`config.mk`:
```
export PLATFORM = sky130hd
export DESIGN_NAME = k005293_top
export DESIGN_NICKNAME = d
export VERILOG_FILES = /design/src/hw/prio_pkg.sv /design/src/hw/video_fmt_pkg.sv /design/src/hw/k005293_top.sv /design/src/hw/layer_mixer.sv /design/src/hw/obj_pixel_latch.sv /design/src/hw/prio_timing_ctrl.sv /design/src/hw/priority_decoder.sv /design/src/hw/tile_attr_pipe.sv
export SDC_FILE = /design/constraint.sdc
export NUM_CORES = 1
export LEC_CHECK = 0
export BUFFER_PORTS_ARGS = -buffer_cell sky130_fd_sc_hd__buf_2
export CORE_ASPECT_RATIO = 0.6
export CORE_MARGIN = 5
export CORE_UTILIZATION = 53
export DETAILED_ROUTE_END_ITERATION = 10
export GPL_TIMING_DRIVEN = 1
export MAX_ROUTING_LAYER = met4
export PLACE_DENSITY_LB_ADDON = 0.2
export SLEW_MARGIN = 20
export SYNTH_ARGS = -nofsm -noshare
export SYNTH_HDL_FRONTEND = slang
export SYNTH_HIERARCHICAL = 1
export SYNTH_SLANG_ARGS = --single-unit
```
`constraint.sdc`:
```
create_clock -name i_EMU_MCLK -period 3.6 [get_ports i_EMU_MCLK]
set_clock_uncertainty 0.05 [all_clocks]
set_input_delay 0.54 -clock i_EMU_MCLK [delete_from_list [all_inputs] [get_ports i_EMU_MCLK]]
set_output_delay 0.54 -clock i_EMU_MCLK [all_outputs]
set_load 0.02 [all_outputs]
```
`src/hw/prio_pkg.sv`:
```
package prio_pkg;

//////////////////////////////
// Priority fields
//////////////////////////////

localparam int PR_A_W = 4;          // All four bits of A are decoded
localparam int PR_B_W = 2;          // Upper two bits of B have no effect

typedef logic [PR_A_W-1:0] pr_a_t;
typedef logic [PR_B_W-1:0] pr_b_t;

//////////////////////////////
// Priority modes
//////////////////////////////

// Names list the layer stack from front to back
typedef enum logic [4:0] {
    mode_a,
    mode_a_over_b,
    mode_a_over_b_over_obj,
    mode_a_over_b_masked_obj,
    mode_a_over_obj_1,
    mode_a_over_obj_2,
    mode_a_over_obj_over_b,
    mode_b,
    mode_b_over_a,
    mode_b_over_a_over_obj,
    mode_b_over_obj,
    mode_b_over_obj_over_a,
    mode_obj,
    mode_obj_over_a,
    mode_obj_over_a_over_b,
    mode_obj_over_b,
    mode_obj_over_b_over_a,
    mode_a_over_b_masked_obj_over_b,
    mode_a_punched_b_over_obj,
    mode_a_punched_b_over_obj_over_a,
    mode_b_over_a_masked_obj,
    mode_b_over_a_masked_obj_over_a,
    mode_b_punched_a_over_obj,
    mode_b_punched_a_over_obj_over_b,
    mode_obj_over_a_punched_b,
    mode_obj_over_b_punched_a
} prio_mode_e;

typedef enum logic [1:0] {
    layer_tma = 2'b00,
    layer_tmb = 2'b01,
    layer_obj = 2'b10
} layer_e;

endpackage

```
`src/hw/video_fmt_pkg.sv`:
```
package video_fmt_pkg;

//////////////////////////////
// Pixel and palette widths
//////////////////////////////

localparam int PIXEL_W     = 4;     // Tilemap pixel index
localparam int PALETTE_W   = 7;     // Tile palette select
localparam int OBJ_PIXEL_W = 8;     // Sprite buffer pixel
localparam int CODE_W      = 11;    // Palette code to the color RAM

//////////////////////////////
// Vector types
//////////////////////////////

typedef logic [PIXEL_W-1:0]       pixel_t;
typedef logic [PALETTE_W-1:0]     palette_t;

// Low nibble of zero marks a transparent sprite pixel
typedef logic [OBJ_PIXEL_W-1:0]   obj_pixel_t;

// Odd pixel in the high byte, even pixel in the low byte
typedef logic [2*OBJ_PIXEL_W-1:0] obj_word_t;

typedef logic [CODE_W-1:0]        color_code_t;

endpackage

```
`src/hw/k005293_top.sv`:
```
module k005293_top
(
    input  logic                        i_EMU_MCLK,
    input  logic                        i_rst_n,
    input  logic                        i_emu_clk6mpcen_n,
    input  logic                        i_hflip,
    input  logic                        i_shifta1,
    input  logic                        i_shifta2,
    input  logic                        i_shiftb,
    input  logic                        i_abs_n1h,
    input  logic                        i_abs_n6n7h,
    input  logic                        i_abs_n2n3h,
    input  video_fmt_pkg::pixel_t       i_a_pixel,
    input  video_fmt_pkg::pixel_t       i_b_pixel,
    input  video_fmt_pkg::obj_word_t    i_objbuf_data,
    input  logic                        i_a_trn_n,
    input  logic                        i_b_trn_n,
    input  logic                        i_vhff,
    input  video_fmt_pkg::palette_t     i_vc,
    input  prio_pkg::pr_a_t             i_pr,
    output logic                        o_a_flip,
    output logic                        o_b_flip,
    output video_fmt_pkg::color_code_t  o_cd
);

logic [3:0]                 a_stage_en;
logic [2:0]                 b_stage_en;
logic                       obj_latch_en;
logic                       pix_en;
logic                       obj_sel_hi;
prio_pkg::pr_a_t            a_pr;
prio_pkg::pr_b_t            b_pr;
video_fmt_pkg::palette_t    a_palette;
video_fmt_pkg::palette_t    b_palette;
video_fmt_pkg::obj_pixel_t  obj_pixel;
prio_pkg::prio_mode_e       mode;

prio_timing_ctrl u_timing (
    .i_EMU_MCLK        (i_EMU_MCLK),
    .i_rst_n           (i_rst_n),
    .i_emu_clk6mpcen_n (i_emu_clk6mpcen_n),
    .i_abs_n1h         (i_abs_n1h),
    .i_abs_n2n3h       (i_abs_n2n3h),
    .i_abs_n6n7h       (i_abs_n6n7h),
    .i_shifta1         (i_shifta1),
    .i_shifta2         (i_shifta2),
    .i_shiftb          (i_shiftb),
    .i_hflip           (i_hflip),
    .o_a_stage_en      (a_stage_en),
    .o_b_stage_en      (b_stage_en),
    .o_obj_latch_en    (obj_latch_en),
    .o_pix_en          (pix_en),
    .o_obj_sel_hi      (obj_sel_hi)
);

// Flip of A leaves one stage before its priority
tile_attr_pipe #(.STAGES(4), .PR_W(prio_pkg::PR_A_W), .FLIP_TAP(3)) u_attr_a (
    .i_EMU_MCLK (i_EMU_MCLK),
    .i_rst_n    (i_rst_n),
    .i_stage_en (a_stage_en),
    .i_pr       (i_pr),
    .i_vhff     (i_vhff),
    .i_vc       (i_vc),
    .o_pr       (a_pr),
    .o_palette  (a_palette),
    .o_flip     (o_a_flip)
);

tile_attr_pipe #(.STAGES(3), .PR_W(prio_pkg::PR_B_W), .FLIP_TAP(3)) u_attr_b (
    .i_EMU_MCLK (i_EMU_MCLK),
    .i_rst_n    (i_rst_n),
    .i_stage_en (b_stage_en),
    .i_pr       (i_pr[prio_pkg::PR_B_W-1:0]),   // Low bits only
    .i_vhff     (i_vhff),
    .i_vc       (i_vc),
    .o_pr       (b_pr),
    .o_palette  (b_palette),
    .o_flip     (o_b_flip)
);

obj_pixel_latch u_obj (
    .i_EMU_MCLK    (i_EMU_MCLK),
    .i_rst_n       (i_rst_n),
    .i_latch_en    (obj_latch_en),
    .i_sel_hi      (obj_sel_hi),
    .i_objbuf_data (i_objbuf_data),
    .o_obj_pixel   (obj_pixel)
);

priority_decoder u_dec (
    .i_a_pr (a_pr),
    .i_b_pr (b_pr),
    .o_mode (mode)
);

layer_mixer u_mix (
    .i_EMU_MCLK  (i_EMU_MCLK),
    .i_rst_n     (i_rst_n),
    .i_pix_en    (pix_en),
    .i_mode      (mode),
    .i_a_trn_n   (i_a_trn_n),
    .i_b_trn_n   (i_b_trn_n),
    .i_a_pixel   (i_a_pixel),
    .i_b_pixel   (i_b_pixel),
    .i_a_palette (a_palette),
    .i_b_palette (b_palette),
    .i_obj_pixel (obj_pixel),
    .o_cd        (o_cd)
);

endmodule

```
`src/hw/layer_mixer.sv`:
```
module layer_mixer
(
    input  logic                        i_EMU_MCLK,
    input  logic                        i_rst_n,
    input  logic                        i_pix_en,
    input  prio_pkg::prio_mode_e        i_mode,
    input  logic                        i_a_trn_n,
    input  logic                        i_b_trn_n,
    input  video_fmt_pkg::pixel_t       i_a_pixel,
    input  video_fmt_pkg::pixel_t       i_b_pixel,
    input  video_fmt_pkg::palette_t     i_a_palette,
    input  video_fmt_pkg::palette_t     i_b_palette,
    input  video_fmt_pkg::obj_pixel_t   i_obj_pixel,
    output video_fmt_pkg::color_code_t  o_cd
);

localparam int OBJ_PAD_W = video_fmt_pkg::CODE_W - video_fmt_pkg::OBJ_PIXEL_W;

localparam prio_pkg::layer_e la = prio_pkg::layer_tma;
localparam prio_pkg::layer_e lb = prio_pkg::layer_tmb;
localparam prio_pkg::layer_e lo = prio_pkg::layer_obj;

logic             obj_trn_n;
logic [2:0]       trn;
prio_pkg::layer_e row [7:0];
prio_pkg::layer_e layer;

assign obj_trn_n = |i_obj_pixel[3:0];                    // Zero nibble is see-through
assign trn       = ~{i_a_trn_n, i_b_trn_n, obj_trn_n};   // A, B, sprite; set when clear

//////////////////////////////
// Layer table per mode
//////////////////////////////

// Entries run from trn 7 down to trn 0
always_comb
begin
    case (i_mode)
        prio_pkg::mode_a_over_b:                    row = '{la, la, lb, lb, la, la, la, la};
        prio_pkg::mode_a_over_b_over_obj:           row = '{la, lo, lb, lb, la, la, la, la};
        prio_pkg::mode_a_over_b_masked_obj:         row = '{la, la, lo, lo, la, la, la, la};
        prio_pkg::mode_a_over_obj_1:                row = '{la, lo, la, lo, la, la, la, la};
        prio_pkg::mode_a_over_obj_2:                row = '{la, lo, lo, lo, la, la, la, la};
        prio_pkg::mode_a_over_obj_over_b:           row = '{la, lo, lb, lo, la, la, la, la};
        prio_pkg::mode_b:                           row = '{default: lb};
        prio_pkg::mode_b_over_a:                    row = '{lb, lb, lb, lb, la, la, lb, lb};
        prio_pkg::mode_b_over_a_over_obj:           row = '{lo, lo, lb, lb, la, la, lb, lb};
        prio_pkg::mode_b_over_obj:                  row = '{lo, lo, lb, lb, lo, lo, lb, lb};
        prio_pkg::mode_b_over_obj_over_a:           row = '{lo, lo, lb, lb, la, lo, lb, lb};
        prio_pkg::mode_obj:                         row = '{default: lo};
        prio_pkg::mode_obj_over_a:                  row = '{lo, lo, lo, lo, la, lo, la, lo};
        prio_pkg::mode_obj_over_a_over_b:           row = '{lo, lo, lb, lo, la, lo, la, lo};
        prio_pkg::mode_obj_over_b:                  row = '{lo, lo, lb, lo, lo, lo, lb, lo};
        prio_pkg::mode_obj_over_b_over_a:           row = '{lo, lo, lb, lo, la, lo, lb, lo};
        prio_pkg::mode_a_over_b_masked_obj_over_b:  row = '{la, la, lb, lo, la, la, la, la};
        prio_pkg::mode_a_punched_b_over_obj:        row = '{lo, lo, lb, lb, lo, lo, lo, lo};
        prio_pkg::mode_a_punched_b_over_obj_over_a: row = '{lo, lo, lb, lb, la, lo, la, lo};
        prio_pkg::mode_b_over_a_masked_obj:         row = '{lb, lb, lb, lb, lo, lo, lb, lb};
        prio_pkg::mode_b_over_a_masked_obj_over_a:  row = '{lb, lb, lb, lb, la, lo, lb, lb};
        prio_pkg::mode_b_punched_a_over_obj:        row = '{lo, lo, lo, lo, la, la, lo, lo};
        prio_pkg::mode_b_punched_a_over_obj_over_b: row = '{lo, lo, lb, lo, la, la, lb, lo};
        prio_pkg::mode_obj_over_a_punched_b:        row = '{lo, lo, lb, lo, lo, lo, lo, lo};
        prio_pkg::mode_obj_over_b_punched_a:        row = '{lo, lo, lo, lo, la, lo, lo, lo};
        default:                                    row = '{default: la};   // A only
    endcase
end

assign layer = row[trn];

//////////////////////////////
// Palette code register
//////////////////////////////

always_ff @(posedge i_EMU_MCLK or negedge i_rst_n)
begin
    if (!i_rst_n)
    begin
        o_cd <= '0;
    end
    else if (i_pix_en)
    begin
        case (layer)
            prio_pkg::layer_tma: o_cd <= {i_a_palette, i_a_pixel};
            prio_pkg::layer_tmb: o_cd <= {i_b_palette, i_b_pixel};
            default:             o_cd <= {{OBJ_PAD_W{1'b0}}, i_obj_pixel};   // Sprite bank
        endcase
    end
end

a_layer_legal: assert property (@(posedge i_EMU_MCLK) disable iff (!i_rst_n)
    layer inside {prio_pkg::layer_tma, prio_pkg::layer_tmb, prio_pkg::layer_obj});

endmodule

```
`src/hw/obj_pixel_latch.sv`:
```
module obj_pixel_latch
(
    input  logic                        i_EMU_MCLK,
    input  logic                        i_rst_n,
    input  logic                        i_latch_en,
    input  logic                        i_sel_hi,
    input  video_fmt_pkg::obj_word_t    i_objbuf_data,
    output video_fmt_pkg::obj_pixel_t   o_obj_pixel
);

localparam int PX_W = video_fmt_pkg::OBJ_PIXEL_W;

video_fmt_pkg::obj_pixel_t px_odd_q;
video_fmt_pkg::obj_pixel_t px_even_q;

always_ff @(posedge i_EMU_MCLK or negedge i_rst_n)
begin
    if (!i_rst_n)
    begin
        px_odd_q  <= '0;
        px_even_q <= '0;
    end
    else if (i_latch_en)
    begin
        px_odd_q  <= i_objbuf_data[2*PX_W-1:PX_W];     // Buffer A half
        px_even_q <= i_objbuf_data[PX_W-1:0];          // Buffer B half
    end
end

// Flip swaps which half is shown first
assign o_obj_pixel = i_sel_hi ? px_odd_q : px_even_q;

endmodule

```
`src/hw/prio_timing_ctrl.sv`:
```
module prio_timing_ctrl
(
    input  logic       i_EMU_MCLK,
    input  logic       i_rst_n,
    input  logic       i_emu_clk6mpcen_n,
    input  logic       i_abs_n1h,
    input  logic       i_abs_n2n3h,
    input  logic       i_abs_n6n7h,
    input  logic       i_shifta1,
    input  logic       i_shifta2,
    input  logic       i_shiftb,
    input  logic       i_hflip,
    output logic [3:0] o_a_stage_en,
    output logic [2:0] o_b_stage_en,
    output logic       o_obj_latch_en,
    output logic       o_pix_en,
    output logic       o_obj_sel_hi
);

//////////////////////////////
// Position decode
//////////////////////////////

logic pix_ce;
logic at_px3;
logic at_px7;
logic at_odd;

assign pix_ce = ~i_emu_clk6mpcen_n;                 // 6 MHz pixel slot
assign at_px3 = ~(i_abs_n2n3h | i_abs_n1h);         // Pixel 3 of the tile
assign at_px7 = ~(i_abs_n6n7h | i_abs_n1h);         // Pixel 7 of the tile
assign at_odd = ~i_abs_n1h;                         // Every odd pixel

//////////////////////////////
// Stage load enables
//////////////////////////////

// Tilemap A chain: px3, px7, SHIFT-A1, SHIFT-A2
assign o_a_stage_en[0] = pix_ce & at_px3;
assign o_a_stage_en[1] = pix_ce & at_px7;
assign o_a_stage_en[2] = pix_ce & ~i_shifta1;
assign o_a_stage_en[3] = pix_ce & ~i_shifta2;

// Tilemap B starts half a tile later
assign o_b_stage_en[0] = pix_ce & at_px7;
assign o_b_stage_en[1] = pix_ce & at_px3;
assign o_b_stage_en[2] = pix_ce & ~i_shiftb;

assign o_obj_latch_en = pix_ce & at_odd;            // Both sprite bytes at once
assign o_pix_en       = pix_ce;                     // Output code register

// Odd byte when 1H and flip disagree
assign o_obj_sel_hi = at_odd ^ i_hflip;

a_enables_known: assert property (@(posedge i_EMU_MCLK) disable iff (!i_rst_n)
    !$isunknown({o_a_stage_en, o_b_stage_en, o_obj_latch_en, o_pix_en}));

endmodule

```
`src/hw/priority_decoder.sv`:
```
module priority_decoder
(
    input  prio_pkg::pr_a_t         i_a_pr,
    input  prio_pkg::pr_b_t         i_b_pr,
    output prio_pkg::prio_mode_e    o_mode
);

//////////////////////////////
// Priority field decode
//////////////////////////////

// First match wins, B field in the upper two bits
always_comb
begin
    casez ({i_b_pr, i_a_pr})
        6'b??_0101: o_mode = prio_pkg::mode_a;
        6'b?1_1101: o_mode = prio_pkg::mode_a_over_b;
        6'b?1_1111: o_mode = prio_pkg::mode_a_over_b_over_obj;
        6'b00_1101: o_mode = prio_pkg::mode_a_over_b_masked_obj;
        6'b??_0111: o_mode = prio_pkg::mode_a_over_obj_1;
        6'b00_1111: o_mode = prio_pkg::mode_a_over_obj_2;
        6'b10_1111: o_mode = prio_pkg::mode_a_over_obj_over_b;
        6'b01_00??: o_mode = prio_pkg::mode_b;
        6'b01_10?1: o_mode = prio_pkg::mode_b_over_a;
        6'b11_10?1: o_mode = prio_pkg::mode_b_over_a_over_obj;
        6'b11_00??: o_mode = prio_pkg::mode_b_over_obj;
        6'b11_1000: o_mode = prio_pkg::mode_b_over_obj;             // Second code, same mode
        6'b11_1010: o_mode = prio_pkg::mode_b_over_obj_over_a;
        6'b00_00??: o_mode = prio_pkg::mode_obj;
        6'b00_1?00: o_mode = prio_pkg::mode_obj;
        6'b??_0100: o_mode = prio_pkg::mode_obj;                    // Any B field
        6'b??_0110: o_mode = prio_pkg::mode_obj_over_a;
        6'b00_1110: o_mode = prio_pkg::mode_obj_over_a;
        6'b10_1110: o_mode = prio_pkg::mode_obj_over_a_over_b;
        6'b10_00??: o_mode = prio_pkg::mode_obj_over_b;
        6'b10_1000: o_mode = prio_pkg::mode_obj_over_b;
        6'b10_1010: o_mode = prio_pkg::mode_obj_over_b_over_a;
        6'b10_1101: o_mode = prio_pkg::mode_a_over_b_masked_obj_over_b;
        6'b?1_1100: o_mode = prio_pkg::mode_a_punched_b_over_obj;
        6'b?1_1110: o_mode = prio_pkg::mode_a_punched_b_over_obj_over_a;
        6'b01_1000: o_mode = prio_pkg::mode_b_over_a_masked_obj;
        6'b01_1010: o_mode = prio_pkg::mode_b_over_a_masked_obj_over_a;
        6'b00_10?1: o_mode = prio_pkg::mode_b_punched_a_over_obj;
        6'b10_10?1: o_mode = prio_pkg::mode_b_punched_a_over_obj_over_b;
        6'b10_1100: o_mode = prio_pkg::mode_obj_over_a_punched_b;
        6'b00_1010: o_mode = prio_pkg::mode_obj_over_b_punched_a;
        default:    o_mode = prio_pkg::mode_a;                      // Fallback is A only
    endcase
end

endmodule

```
`src/hw/tile_attr_pipe.sv`:
```
module tile_attr_pipe
#(
    parameter int STAGES   = 4,
    parameter int PR_W     = 4,
    parameter int FLIP_TAP = 3
)
(
    input  logic                        i_EMU_MCLK,
    input  logic                        i_rst_n,
    input  logic [STAGES-1:0]           i_stage_en,
    input  logic [PR_W-1:0]             i_pr,
    input  logic                        i_vhff,
    input  video_fmt_pkg::palette_t     i_vc,
    output logic [PR_W-1:0]             o_pr,
    output video_fmt_pkg::palette_t     o_palette,
    output logic                        o_flip
);

localparam int WORD_W = PR_W + 1 + video_fmt_pkg::PALETTE_W;
localparam int FLIP_BIT = video_fmt_pkg::PALETTE_W;

//////////////////////////////
// Property delay chain
//////////////////////////////

// Word layout is priority, flip, palette from MSB down
logic [WORD_W-1:0] stage_q [STAGES];

always_ff @(posedge i_EMU_MCLK or negedge i_rst_n)
begin
    if (!i_rst_n)
    begin
        for (int s = 0; s < STAGES; s++)
        begin
            stage_q[s] <= '0;
        end
    end
    else
    begin
        if (i_stage_en[0])
        begin
            stage_q[0] <= {i_pr, i_vhff, i_vc};         // Fresh tile properties
        end
        for (int s = 1; s < STAGES; s++)
        begin
            if (i_stage_en[s])
            begin
                stage_q[s] <= stage_q[s-1];             // Shift one slot on
            end
        end
    end
end

assign o_pr      = stage_q[STAGES-1][WORD_W-1 -: PR_W];
assign o_palette = stage_q[STAGES-1][video_fmt_pkg::PALETTE_W-1:0];
assign o_flip    = stage_q[FLIP_TAP-1][FLIP_BIT];       // Tap may sit early

a_flip_tap_range: assert property (@(posedge i_EMU_MCLK)
    (FLIP_TAP >= 1) && (FLIP_TAP <= STAGES));

endmodule

```
* Yosys cells after proc, flatten, opt, wreduce, memory -nomap -nowiden
Memory sizes are Yosys's and may differ from the RTL's. Index checks and enable logic that the tools add are counted.
Storage, ports and cells: word-level logic and storage cells 72, register bits after elaboration 105, output and inout port bits 13, memory bits (read-only) 512, memories 1, bits of input ports 48
Memories:
- (no name shown) | depth 32, width 16, rd ports 1, clocked after memory_dff 0, wr ports 0, RTL line layer_mixer.sv:38 | case (i_mode)
Operators by class: $lt $le $gt $ge 1, multiplexer cells 5, bitwise logic cells 17, reductions and logical operators 7, equality and inequality tests 31
Operators by type and width (count):
- case mux 5 bit (26 select lines) | 1
- equality test 6 bit, second input constant | 8
- equality test 5 bit, second input constant | 6
- equality test 6 x 4 -> 1 bit, second input constant | 4
- case mux 11 bit (2 select lines) | 1
- equality test 4 x 3 -> 1 bit, second input constant | 5
- equality test 6 x 5 -> 1 bit, second input constant | 2
- equality test 5 x 3 -> 1 bit, second input constant | 2
- equality test 4 bit, second input constant | 2
- 2-to-1 mux 8 bit | 1
- NOT 1 bit | 7
- bitwise AND 1 bit | 6
- binary-select mux 2 bit (select 3 bit) | 1
- OR reduction 2 bit | 3
- equality test 5 x 4 -> 1 bit, second input constant | 1
- zero test 4 bit | 1
- < comparator 3 x 4 -> 1 bit, second input constant | 1
- OR reduction 4 bit | 1
- NOT 3 bit | 1
- OR reduction 3 bit | 1
- equality test 2 x 1 -> 1 bit, second input constant | 1
- zero test 2 bit | 1
- 2-to-1 mux 2 bit | 1
- bitwise OR 1 bit | 2
- bitwise XOR 1 bit | 1

* Depth between registers and ports, before layout
Gate-level depths: netlist (run 1).
depth after elaboration 9, mapped depth 17, depth with buffers taken out 13

* Cells and area by module
Netlist (run 1), hierarchy kept.
By module, submodules not included:
- tile_attr_pipe at u_attr_a | cells each 109, area each 1945.6 sq um, times used 1
- layer_mixer | cells each 164, area each 1327.5 sq um, times used 1
- tile_attr_pipe at u_attr_b | cells each 72, area each 1302.5 sq um, times used 1
- obj_pixel_latch | cells each 43, area each 744.5 sq um, times used 1
- priority_decoder | cells each 52, area each 319.1 sq um, times used 1
- prio_timing_ctrl | cells each 10, area each 52.6 sq um, times used 1

* Worst setup path after synthesis (run 1)
No wires, ideal clock.
path kind register to register, start point register u_attr_a.stage_q, in the netlist u_attr_a/o_pr[0], end point register u_mix.o_cd[6], data arrival time 3485 ps, cell stages (with the launch flop) 17, setup time 83 ps, clock period less this slack 3618 ps, slack -18 ps, buffers on the path 3, data required time 3467 ps, cells stage by stage dfrtp_1 > buf_4 > buf_4 > a21boi_1 > o21ai_0 > o22ai_1 > a21oi_1 > inv_1 > ha_1 > mux2_2 > a221oi_1 > a211o_1 > a31oi_1 > o31ai_2 > buf_2 > o21ai_1 > o22ai_1
Between the ends: word-level cells in the longest chain between the ends 8, elaborated cells on any way between the ends 38, those cells by class eq/ne (28); mux (4); reduce/logical (5); memory (1)
Ends and longest elaborated chain:
- from (decl) | RTL line tile_attr_pipe.sv:27 | logic [WORD_W-1:0] stage_q [STAGES];
- from (signal, indexed assignment) | RTL line tile_attr_pipe.sv:48 | stage_q[s] <= stage_q[s-1];
- equality test 5 x 3 -> 1 bit (tied with other cells) | RTL line priority_decoder.sv:15 | casez ({i_b_pr, i_a_pr})
- OR reduction 3 bit (no line) or OR reduction 2 bit (tied branches)
- case mux 5 bit (26 select lines) * | RTL line priority_decoder.sv:15
- net mode[1] | RTL line k005293_top.sv:36 | prio_pkg::prio_mode_e mode;
- memory (32 x 16 bit) *
- binary-select mux 2 bit (select 3 bit) * | RTL line layer_mixer.sv:68 | assign layer = row[trn];
- 2-to-1 mux 2 bit (implied by the code) * | RTL line layer_mixer.sv:68
- equality test 2 x 1 -> 1 bit or zero test 2 bit (tied branches) | RTL line layer_mixer.sv:82 | case (layer)
- case mux 11 bit (2 select lines) * | RTL line layer_mixer.sv:82
- to (signal assigned) | RTL line layer_mixer.sv:83 | prio_pkg::layer_tma: o_cd <= {i_a_palette, i_a_pixel};
- to (signal assigned) | RTL line layer_mixer.sv:84 | prio_pkg::layer_tmb: o_cd <= {i_b_palette, i_b_pixel};
- to (signal assigned) | RTL line layer_mixer.sv:85 | default: o_cd <= {{OBJ_PAD_W{1'b0}}, i_obj_pixel};
- to (decl) | RTL line layer_mixer.sv:14 | output video_fmt_pkg::color_code_t o_cd
The timed path passes the listed nets; every way through them passes the cells marked *. The select of a mux whose other input is x is not followed. A chain may end at the register's enable or synchronous reset.

* Worst setup path after layout (run 1)
start point register u_attr_b.stage_q, in the netlist u_attr_b/o_pr[0], end point register u_mix.o_cd[0]
Between the ends: word-level cells in the longest chain between the ends 8, elaborated cells on any way between the ends 38, those cells by class eq/ne (27); mux (4); reduce/logical (6); memory (1)
Ends and longest elaborated chain (RTL line):
- from (decl) | tile_attr_pipe.sv:27
- from (signal, indexed assignment) | tile_attr_pipe.sv:48
- equality test 5 x 3 -> 1 bit (tied with other cells) | priority_decoder.sv:15
- OR reduction 3 bit (no line) or OR reduction 2 bit (tied branches)
- case mux 5 bit (26 select lines) * | priority_decoder.sv:15
- net mode[0] | k005293_top.sv:36
- memory (32 x 16 bit) *
- binary-select mux 2 bit (select 3 bit) * | layer_mixer.sv:68
- 2-to-1 mux 2 bit (implied by the code) * | layer_mixer.sv:68
- equality test 2 x 1 -> 1 bit or zero test 2 bit (tied branches) | layer_mixer.sv:82
- case mux 11 bit (2 select lines) * | layer_mixer.sv:82
Marks and branches as above.

==> impl_metrics.json, run 1 <==
{
  "drcViolationCount": 0,
  "start_util_pct": 54.1,
  "place_area_sq_um": 6060,
  "fin_tns_setup_ns": 0,
  "numCtsBuffers": 9,
  "p_leak_nw": 2.96,
  "layout.nets": 561,
  "antennaDiodeCount": 0,
  "ys_top_cells_by_count": "dfrtp_1 (104), mux2_4 (70), mux2_2 (34), buf_4 (24), inv_1 (18)",
  "r2r_end": "u_mix/o_cd[0]$_DFFE_PN0P_",
  "outcome": "complete, no violations",
  "place.gp.congestion": 0.894,
  "synth_ff_type": "dfrtp_1",
  "hp-class": "primary input to asynchronous set/reset pin",
  "io_pins": 61,
  "r2r-start": "u_attr_b/o_pr[0]$_DFFE_PN0P_",
  "routed_via_density": 5.51,
  "synth_cell_types": 57,
  "fp.dieH_microns": 90.3,
  "dp_hpwl_mm": 8.18,
  "critical_path.top_delay_family": "compound AO/OA/AOI/OAI gates",
  "synthCells": 450,
  "vias": 3557,
  "synthesis.nets": 509,
  "ant_nets": 0,
  "drtIter0Drc": 269,
  "io_buffer_count": 60,
  "ys_warn_count": 6,
  "cpPeakStageDelay_ns": 0.49,
  "num_rows": 29,
  "syn2layout_area_growth_pct": 12.4,
  "antenna_found_initial": 0,
  "dr.pass1.iters": 4,
  "clkTransAtPathRegs_ns": 0.07,
  "cts_tree": "yes",
  "routed_wl_mm": 11.5,
  "reg2reg_slack_ns": 0.24,
  "grt_max_degree": 74,
  "clkSinkCount": 104,
  "critPathMaxFanout": 19,
  "ctsHoldBuffers": 0,
  "path_cells": "inv_2, a41oi_2, o211ai_1, a31o_1, inv_1, ha_1, mux2_2, a221oi_1, a211o_1, a31oi_1, o31ai_2, buf_12, and2_1, o22ai_1",
  "grt_busiest_layer": "met2",
  "synth_area_leaders": "dfrtp_1 (46%), mux2_4 (18%), mux2_2 (6.7%)",
  "root_buffer": "clkbuf_16",
  "critical_path_required_ns": 3.74,
  "worst_path_max_delay_cell": "dfrtp_2",
  "critPathLaunchType": "register",
  "synth_largest_area_cell": "dfrtp_1",
  "worstMarginPinSlew_ns": 1.06,
  "clkLatencyLatePin_ns": 0.33,
  "p_per_area_nw_per_um2": 873,
  "end_kind": "register",
  "wire_per_inst_microns": 17.8,
  "ys_ff_latch": 104,
  "grt_pass1_wl_mm": 19.5,
  "grt_use_met1_pct": 27.7,
  "grt_usage_pct": 19.2,
  "async_flop_share_pct": 100,
  "h-tree-depth": 3,
  "fin_crit_ns": 3.36,
  "fmax_mhz": 298,
  "post-route-util_pct": 60.8,
  "die-area_sq_um": 13000,
  "setup_viol": 0,
  "use_met2_pct": 28.3,
  "synth_area_sq_um": 5690,
  "slew_headroom_pct": 29.2,
  "criticalPathCategory": "register to register",
  "yosysTopAreaCellShare_pct": 45.7,
  "gr-total-overflow": 0,
  "grt_pass1_vias": 3572,
  "met3_usage_pct": 4.29,
  "cap_viol_max_count": 0,
  "layout-drive-gt1-share_pct": 44.3,
  "post-route-period-util_pct": 93.3,
  "post-synth-top-count-cell": "dfrtp_1",
  "ff2ff_path_depth": 14,
  "drv_slew": 0,
  "rsz0062_at_grt": "false",
  "seq_area_frac_synth_pct": 45.7,
  "chipWidth_microns": 144,
  "core_area_sq_um": 10500,
  "synth_edf_count": 0,
  "finalHoldViolCount": 0,
  "post-route-cell-area_sq_um": 6400,
  "synth.avg_cell_area_sq_um": 12.6,
  "crit_buf_inv": 3,
  "arrival_ns": 3.50,
  "cts_buffer_depth": 2,
  "ir_drop_v": 0.000398
}
-- logic make-up after synthesis --
kind of cell,share of synthesized area [%]
mux,27.3
xor+xnor,0.308
compound gates,9.45
fa+ha+maj,2.42
flops,45.7
simple gates,6.70
buf+inv,8.05
-- flip-flops by register name, summed over array words and instances (netlist names) --
register,cells
u_attr_a/o_flip,1
u_attr_a/o_palette,7
u_attr_a/o_pr,4
u_attr_a/stage_q,35
u_attr_b/o_flip,1
u_attr_b/o_palette,7
u_attr_b/o_pr,2
u_attr_b/stage_q,20
u_mix/o_cd,11
u_obj/px_even_q,8
u_obj/px_odd_q,8
-- worst register-to-register path, cell delays in order, from the launching register on --
cell and delay [ns]:
dfrtp_2 0.49, inv_2 0.18, a41oi_2 0.13, o211ai_1 0.18, a31o_1 0.18, inv_1 0.11
ha_1 0.26, mux2_2 0.27, a221oi_1 0.35, a211o_1 0.16, a31oi_1 0.09, o31ai_2 0.36
buf_12 0.19, and2_1 0.14, o22ai_1 0.08
-- area by class of cell --
class	count	area, sq um
sequential	104	2610
inverter	19	71.3
multi-input combinational	278	2650
clock buffer	11	253
clock inverter	4	76.3
tap	139	174
fill	829	4130
timing repair buffer	90	566
-- layout by cell type, fill, tap and decap left out, types with 3 or more instances in the layout --
cell | synthesis | routed
buf_4 | 24 | 28
nand2_1 | 14 | 14
a221oi_1 | 4 | 3
mux2_2 | 34 | 34
a21oi_1 | 10 | 9
nand3b_1 | 3 | 3
buf_2 | 11 | 59
o21ai_1 | 11 | 12
o22ai_1 | 9 | 9
a31oi_1 | 4 | 4
nor2b_1 | 10 | 10
nor2_1 | 15 | 15
o31ai_1 | 3 | 3
nand3_1 | 7 | 7
o211ai_1 | 3 | 3
and2_1 | 9 | 9
mux2i_1 | 10 | 10
dfrtp_1 | 104 | 102
ha_1 | 11 | 11
mux2_4 | 70 | 70
clkbuf_16 | 0 | 9
nor3_1 | 5 | 3
inv_1 | 18 | 18
o21ai_0 | 7 | 6
buf_12 | 1 | 3
nand2b_1 | 6 | 6
-- per-layer routing --
metal | up-vias | share of wire, %
met1 | 1796 | 48
met4 | 0 | 1.1
met3 | 11 | 3.4
li1 | 1681 | -
met5 | - | 0
met2 | 69 | 48
-- stage by stage --
step	total power (W)	std cells	setup WS (ns)	hold WS, ns
final	0.00559	645	0.241	0.275
after global placement	0.00449	629	0.150	0.438
after CTS	0.00559	644	0.152	0.321
after detailed placement	0.00451	629	0.136	0.444
after global routing	0.00595	645	0.0167	0.371
after floorplan	0.00383	450	0.186	0.194
-- report_power, final --
| part | total (W) | switching, W | internal (W) |
|---|---|---|---|
| sequential | 0.00184 | 0.000297 | 0.00154 |
| clock | 0.00106 | 0.000411 | 0.000646 |
| combinational | 0.00269 | 0.00132 | 0.00137 |
-- worst max path at each step --
stage | from | endpoint | depth (start not counted)
2_1_floorplan | u_attr_a/o_pr[0]$_DFFE_PN0P_ | u_mix/o_cd[6]$_DFFE_PN0P_ | 16
3_3_place_gp | u_attr_a/o_pr[2]$_DFFE_PN0P_ | u_mix/o_cd[8]$_DFFE_PN0P_ | 13
3_5_place_dp | i_abs_n1h | u_mix/o_cd[10]$_DFFE_PN0P_ | 12
4_1_cts | u_attr_a/o_pr[2]$_DFFE_PN0P_ | u_mix/o_cd[6]$_DFFE_PN0P_ | 12
5_1_grt | u_attr_b/o_pr[1]$_DFFE_PN0P_ | u_mix/o_cd[5]$_DFFE_PN0P_ | 14
6_report | u_attr_b/o_pr[0]$_DFFE_PN0P_ | u_mix/o_cd[0]$_DFFE_PN0P_ | 14
-- timing repair --
| action | in CTS | in global routing |
|---|---|---|
| setup endpoints to repair | 0 | 11 |
| resized for setup | 0 | 3 |
| buffers inserted | 0 | 1 |
(Power assumes the default switching activity.)
==> inputs of run 2 (changes only) <==
Settings changed: BUFFER_PORTS_ARGS -buffer_cell sky130_fd_sc_hd__buf_2 to -buffer_cell sky130_fd_sc_hd__clkbuf_2.
==> run 2 against run 1 <==
Compared with the run above: first-iteration DRC count is 21% lower; count of clock-buffer cells in the layout is 2 lower; wire length shrank 2.9%; power decreased by 0.71%; critical path depth is 2 lower; largest cell class unchanged; critical path type unchanged; maximum frequency is 0.31% lower; design area fell by 0.31%; via count decreased by 1.9%; clock power rose by 5%; largest power group unchanged; global-route usage fell by 0.66 points.
==> impl_metrics.json, run 2 (synthesis results as in run 1) <==
{
  "outcome": "complete, no violations",
  "multi_input_area_sq_um": 2660,
  "drtIter0Drc": 212,
  "vias": 3488,
  "critPathMaxFanout": 19,
  "finalNonFillerCells": 644,
  "ir_drop_v": 0.000536,
  "n_fill_cell": 867,
  "die-area_sq_um": 13000,
  "io_buffer_count": 60,
  "dr.pass1.iters": 4,
  "cts_tree": "yes",
  "grt_usage_pct": 18.6,
  "finalHoldViolCount": 0,
  "numCtsBuffers": 9,
  "cts_buffer_depth": 2,
  "rsz0062_at_grt": "false",
  "routed_via_density": 5.42,
  "post-route-period-util_pct": 93.6,
  "antenna_found_initial": 0,
  "largest_registers": "u_attr_a/stage_q: 35 flops, u_attr_b/stage_q: 20 flops, u_mix/o_cd: 11 flops",
  "routed_wl_mm": 11.1,
  "place_ws_ns": 0.160,
  "worstMarginPinSlew_ns": 0.835,
  "slew_headroom_pct": 44.3,
  "clkTransAtPathRegs_ns": 0.07,
  "core_area_sq_um": 10500,
  "chipWidth_microns": 144,
  "grt_max_degree": 69,
  "clkSinkCount": 104,
  "most-common-layout-cells": "dfrtp_1 (102), mux2_4 (70), clkbuf_2 (59)",
  "antennaDiodeCount": 0,
  "critPathLaunchType": "register",
  "grt_pass1_vias": 3764,
  "mostFrequentLayoutCell": "dfrtp_1",
  "postCtsSetupBuffers": 0,
  "ant_nets": 0,
  "fmax_mhz": 297,
  "grt_busiest_layer": "met2",
  "layout.nets": 559,
  "power_w": 0.00555,
  "finalWorstSetupSlack_ns": 0.230,
  "io_pins": 61,
  "hp-class": "primary input to asynchronous set/reset pin",
  "met3_usage_pct": 3.81,
  "grt_pass1_wl_mm": 19.0,
  "fin_tns_setup_ns": 0,
  "drcViolationCount": 0,
  "start_util_pct": 54.1,
  "ff2ff_path_depth": 12,
  "h-tree-depth": 3,
  "fin_crit_ns": 3.37,
  "clkLatencyLatePin_ns": 0.34,
  "cts_resized": 0,
  "ctsHoldBuffers": 0,
  "criticalPathCategory": "register to register",
  "end_kind": "register",
  "num_rows": 29,
  "p_leak_nw": 2.95,
  "grt_use_met1_pct": 26.6,
  "top_register": "u_attr_a/stage_q",
  "place.gp.congestion": 0.936,
  "fp.dieH_microns": 90.3,
  "arrival_ns": 3.51,
  "seqCellArea_sq_um": 2610,
  "critical_path_required_ns": 3.74,
  "p_per_area_nw_per_um2": 870,
  "drv_slew": 0,
  "setup_viol": 0,
  "placed_cells": 628,
  "layout-drive-gt1-share_pct": 44.6,
  "largest_reg_flops": 35,
  "cap_viol_max_count": 0,
  "dp_hpwl_mm": 7.92,
  "syn2layout_area_growth_pct": 12.0,
  "wire_per_inst_microns": 17.3,
  "gr-total-overflow": 0,
  "root_buffer": "clkbuf_16",
  "use_met2_pct": 27.8
}
[run 2: cell count changes in the layout (fill, tap and decap cells not counted), moves of 2 or more]
cell      change
buf_12        -2
buf_2        -59
clkbuf_2     +59
clkbuf_8      -2
clkinv_2      +2
[run 2: cell type report]
class	count	area share, %
Multi-Input combinational cell	278	41.7
Inverter	19	1.12
Clock inverter	7	1.86
Tap cell	139	2.73
Sequential cell	104	40.9
Clock buffer	9	3.53
Timing Repair Buffer	88	8.24
[run 2: worst paths after layout]
| check | startpoint | to | slack [ns] |
|---|---|---|---|
| hold / removal | i_rst_n | u_attr_a/stage_q[38]$_DFFE_PN0P_ | 0.25 |
| setup reg to reg | u_attr_b/o_pr[1]$_DFFE_PN0P_ | u_mix/o_cd[1]$_DFFE_PN0P_ | 0.23 |
| min in group i_EMU_MCLK | i_objbuf_data[12] | u_obj/px_odd_q[4]$_DFFE_PN0P_ | 0.38 |
| setup / recovery | u_attr_b/o_pr[1]$_DFFE_PN0P_ | u_mix/o_cd[1]$_DFFE_PN0P_ | 0.23 |
| max in group asynchronous | i_rst_n | u_attr_b/stage_q[28]$_DFFE_PN0P_ | 2.47 |
| hold reg to reg | u_obj/px_even_q[1]$_DFFE_PN0P_ | u_obj/px_even_q[1]$_DFFE_PN0P_ | 0.46 |
[run 2: routing by layer]
metal	up-vias	wire length [microns]
met5	-	0
met4	0	37
met3	4	290
met2	49	5060
met1	1746	5750
li1	1689	-
[run 2: power by group]
part,internal [W],switching (W),leakage (nW),total (W)
combinational,0.00130,0.00130,1.54,0.00260
clock,0.000682,0.000426,0.167,0.00111
sequential,0.00154,0.000302,1.25,0.00184
[run 2: per-stage QoR]
stage | instance area (sq um) | util, % | hold slack, ns
6_report | 6380 | 60.6 | 0.254
5_1_grt | 6380 | 60.6 | 0.328
4_1_cts | 6370 | 60.5 | 0.279
3_5_place_dp | 6020 | 57.3 | 0.441
3_3_place_gp | 6020 | 57.3 | 0.439
2_1_floorplan | 5700 | - | 0.194
[run 2: critical path, cell delays in order, from the launching register on]
cell	delay (ns)
dfrtp_1	0.55
nor2b_1	0.23
o21ai_0	0.17
nand2_1	0.08
a31oi_1	0.46
mux2_2	0.40
a221oi_1	0.29
a211o_1	0.14
a31oi_1	0.09
o31ai_2	0.26
buf_4	0.25
and2_1	0.16
o22ai_1	0.08
==> inputs of run 3 (changes only) <==
Settings changed: CORE_MARGIN 5 to 2.
==> run 3 against run 2 <==
Compared with the run above: via count is 2.6% higher; combinational power about the same; power is 1.7% lower; critical path type unchanged; critical endpoint is now u_mix/o_cd[0]$_DFFE_PN0P_; largest power group unchanged.
==> impl_metrics.json, run 3 (synthesis results as in run 1) <==
{
  "drcViolationCount": 0,
  "clkLatencyLatePin_ns": 0.34,
  "h-tree-depth": 3,
  "setup_viol": 0,
  "fp.dieH_microns": 84.3,
  "dr.pass1.iters": 4,
  "outcome": "complete, no violations",
  "cpPeakStageDelay_ns": 0.57,
  "most-common-layout-cells": "dfrtp_1 (100), mux2_4 (70), clkbuf_2 (59)",
  "worst_path_max_delay_cell": "dfrtp_4",
  "die-area_sq_um": 11600,
  "layout.nets": 556,
  "cts_tree": "yes",
  "antennaDiodeCount": 0,
  "dp_hpwl_mm": 7.89,
  "worstMarginPinSlew_ns": 0.994,
  "critPathLaunchType": "register",
  "root_buffer": "clkbuf_16",
  "largest_reg_flops": 35,
  "fin_tns_setup_ns": 0,
  "routed_via_density": 5.58,
  "post-route-cell-area_sq_um": 6340,
  "seqCellArea_sq_um": 2610,
  "fin_crit_ns": 3.39,
  "grt_max_degree": 69,
  "cap_viol_max_count": 0,
  "routed_wl_mm": 11.4,
  "drtIter0Drc": 178,
  "p_per_area_nw_per_um2": 860,
  "numCtsBuffers": 9,
  "drv_slew": 0,
  "mostFrequentLayoutCell": "dfrtp_1",
  "io_pins": 61,
  "wire_per_inst_microns": 17.7,
  "io_buffer_count": 60,
  "critical_path.top_delay_family": "compound AO/OA/AOI/OAI gates",
  "arrival_ns": 3.53,
  "ant_nets": 0,
  "critical_path_required_ns": 3.74,
  "end_kind": "register",
  "fmax_mhz": 295,
  "cts_buffer_depth": 2,
  "place_area_sq_um": 6010,
  "criticalPathCategory": "register to register",
  "antenna_found_initial": 0,
  "layout-drive-gt1-share_pct": 44.0,
  "postCtsSetupBuffers": 0,
  "path_cells": "a21boi_1, o21ai_0, o22ai_1, a21oi_2, buf_4, ha_1, mux2_2, a221oi_1, a211o_1, a31oi_1, o31ai_2, buf_4, and2_1, o22ai_1",
  "post-route-period-util_pct": 94.2,
  "critPathMaxFanout": 20,
  "r2r-start": "u_attr_a/o_pr[2]$_DFFE_PN0P_",
  "n_fill_cell": 856,
  "rsz0062_at_grt": "false",
  "vias": 3579,
  "core_area_sq_um": 10500,
  "p_leak_nw": 2.93,
  "start_util_pct": 54.1,
  "gr-total-overflow": 0,
  "largest_registers": "u_attr_a/stage_q: 35 flops, u_attr_b/stage_q: 20 flops, u_mix/o_cd: 11 flops",
  "grt_pass1_wl_mm": 18.7,
  "chipWidth_microns": 138,
  "clkTransAtPathRegs_ns": 0.07,
  "place.gp.congestion": 0.889,
  "grt_usage_pct": 21.4,
  "clkSinkCount": 104,
  "ir_drop_v": 0.000717,
  "slew_headroom_pct": 33.5,
  "crit_start": "u_attr_a/o_pr[2]$_DFFE_PN0P_",
  "num_rows": 29,
  "top_register": "u_attr_a/stage_q",
  "finalHoldViolCount": 0,
  "hp-class": "primary input to asynchronous set/reset pin",
  "ctsHoldBuffers": 0,
  "grt_pass1_vias": 3565,
  "syn2layout_area_growth_pct": 11.3,
  "crit_buf_inv": 2,
  "multi_input_area_sq_um": 2650
}
-- run 3: routing by layer --
metal  up-vias  global-route usage [%]  share of wire, %
met5         -                       -                 0
met4         0                    4.55               1.0
met2        74                    30.9                45
met1      1808                    31.1                50
li1       1680                       -                 -
met3        17                    4.83               3.7
-- run 3: cell type report --
class                      instances  area share, %
multi-input combinational        278           41.8
sequential                       104           41.2
timing repair buffer              85           8.13
clock buffer                      12           4.05
tap                              139           2.74
inverter                          19           1.13
clock inverter                     4          0.928
-- run 3: path summary, 6_finish.rpt --
check                                                    end  slack, ns  cells after the start
max                                u_mix/o_cd[0]$_DFFE_PN0P_       0.21                     14
max in group asynchronous       u_attr_a/o_pr[0]$_DFFE_PN0P_       2.44                      2
min in group i_EMU_MCLK        u_obj/px_odd_q[5]$_DFFE_PN0P_       0.38                      2
max reg2reg                        u_mix/o_cd[0]$_DFFE_PN0P_       0.21                     14
min                         u_attr_a/stage_q[37]$_DFFE_PN0P_       0.25                      1
min reg2reg                u_attr_a/o_palette[5]$_DFFE_PN0P_       0.45                      1
-- run 3: power breakdown --
group,internal (W),switching [W]
clock network,0.000586,0.000429
registers,0.00155,0.000309
logic,0.00127,0.00131
total,0.00341,0.00204
-- run 3: what timing repair did --
action	CTS	global route
resized for setup	0	5
setup endpoints to repair	0	11
hold endpoints to repair	0	0
-- run 3: through the flow --
| step | power (W) | worst slack (ns) | utilization [%] | std cells | hold slack [ns] |
|---|---|---|---|---|---|
| final | 0.00545 | 0.208 | 60.2 | 641 | 0.249 |
| after global routing | 0.00582 | 0.00454 | 60.2 | 641 | 0.322 |
| after CTS | 0.00545 | 0.0999 | 60.2 | 641 | 0.288 |
| after detailed placement | 0.00439 | 0.153 | 57.2 | 625 | 0.440 |
| after global placement | 0.00438 | 0.199 | 57.2 | 625 | 0.437 |
| after floorplan | 0.00383 | 0.186 | - | 450 | 0.194 |
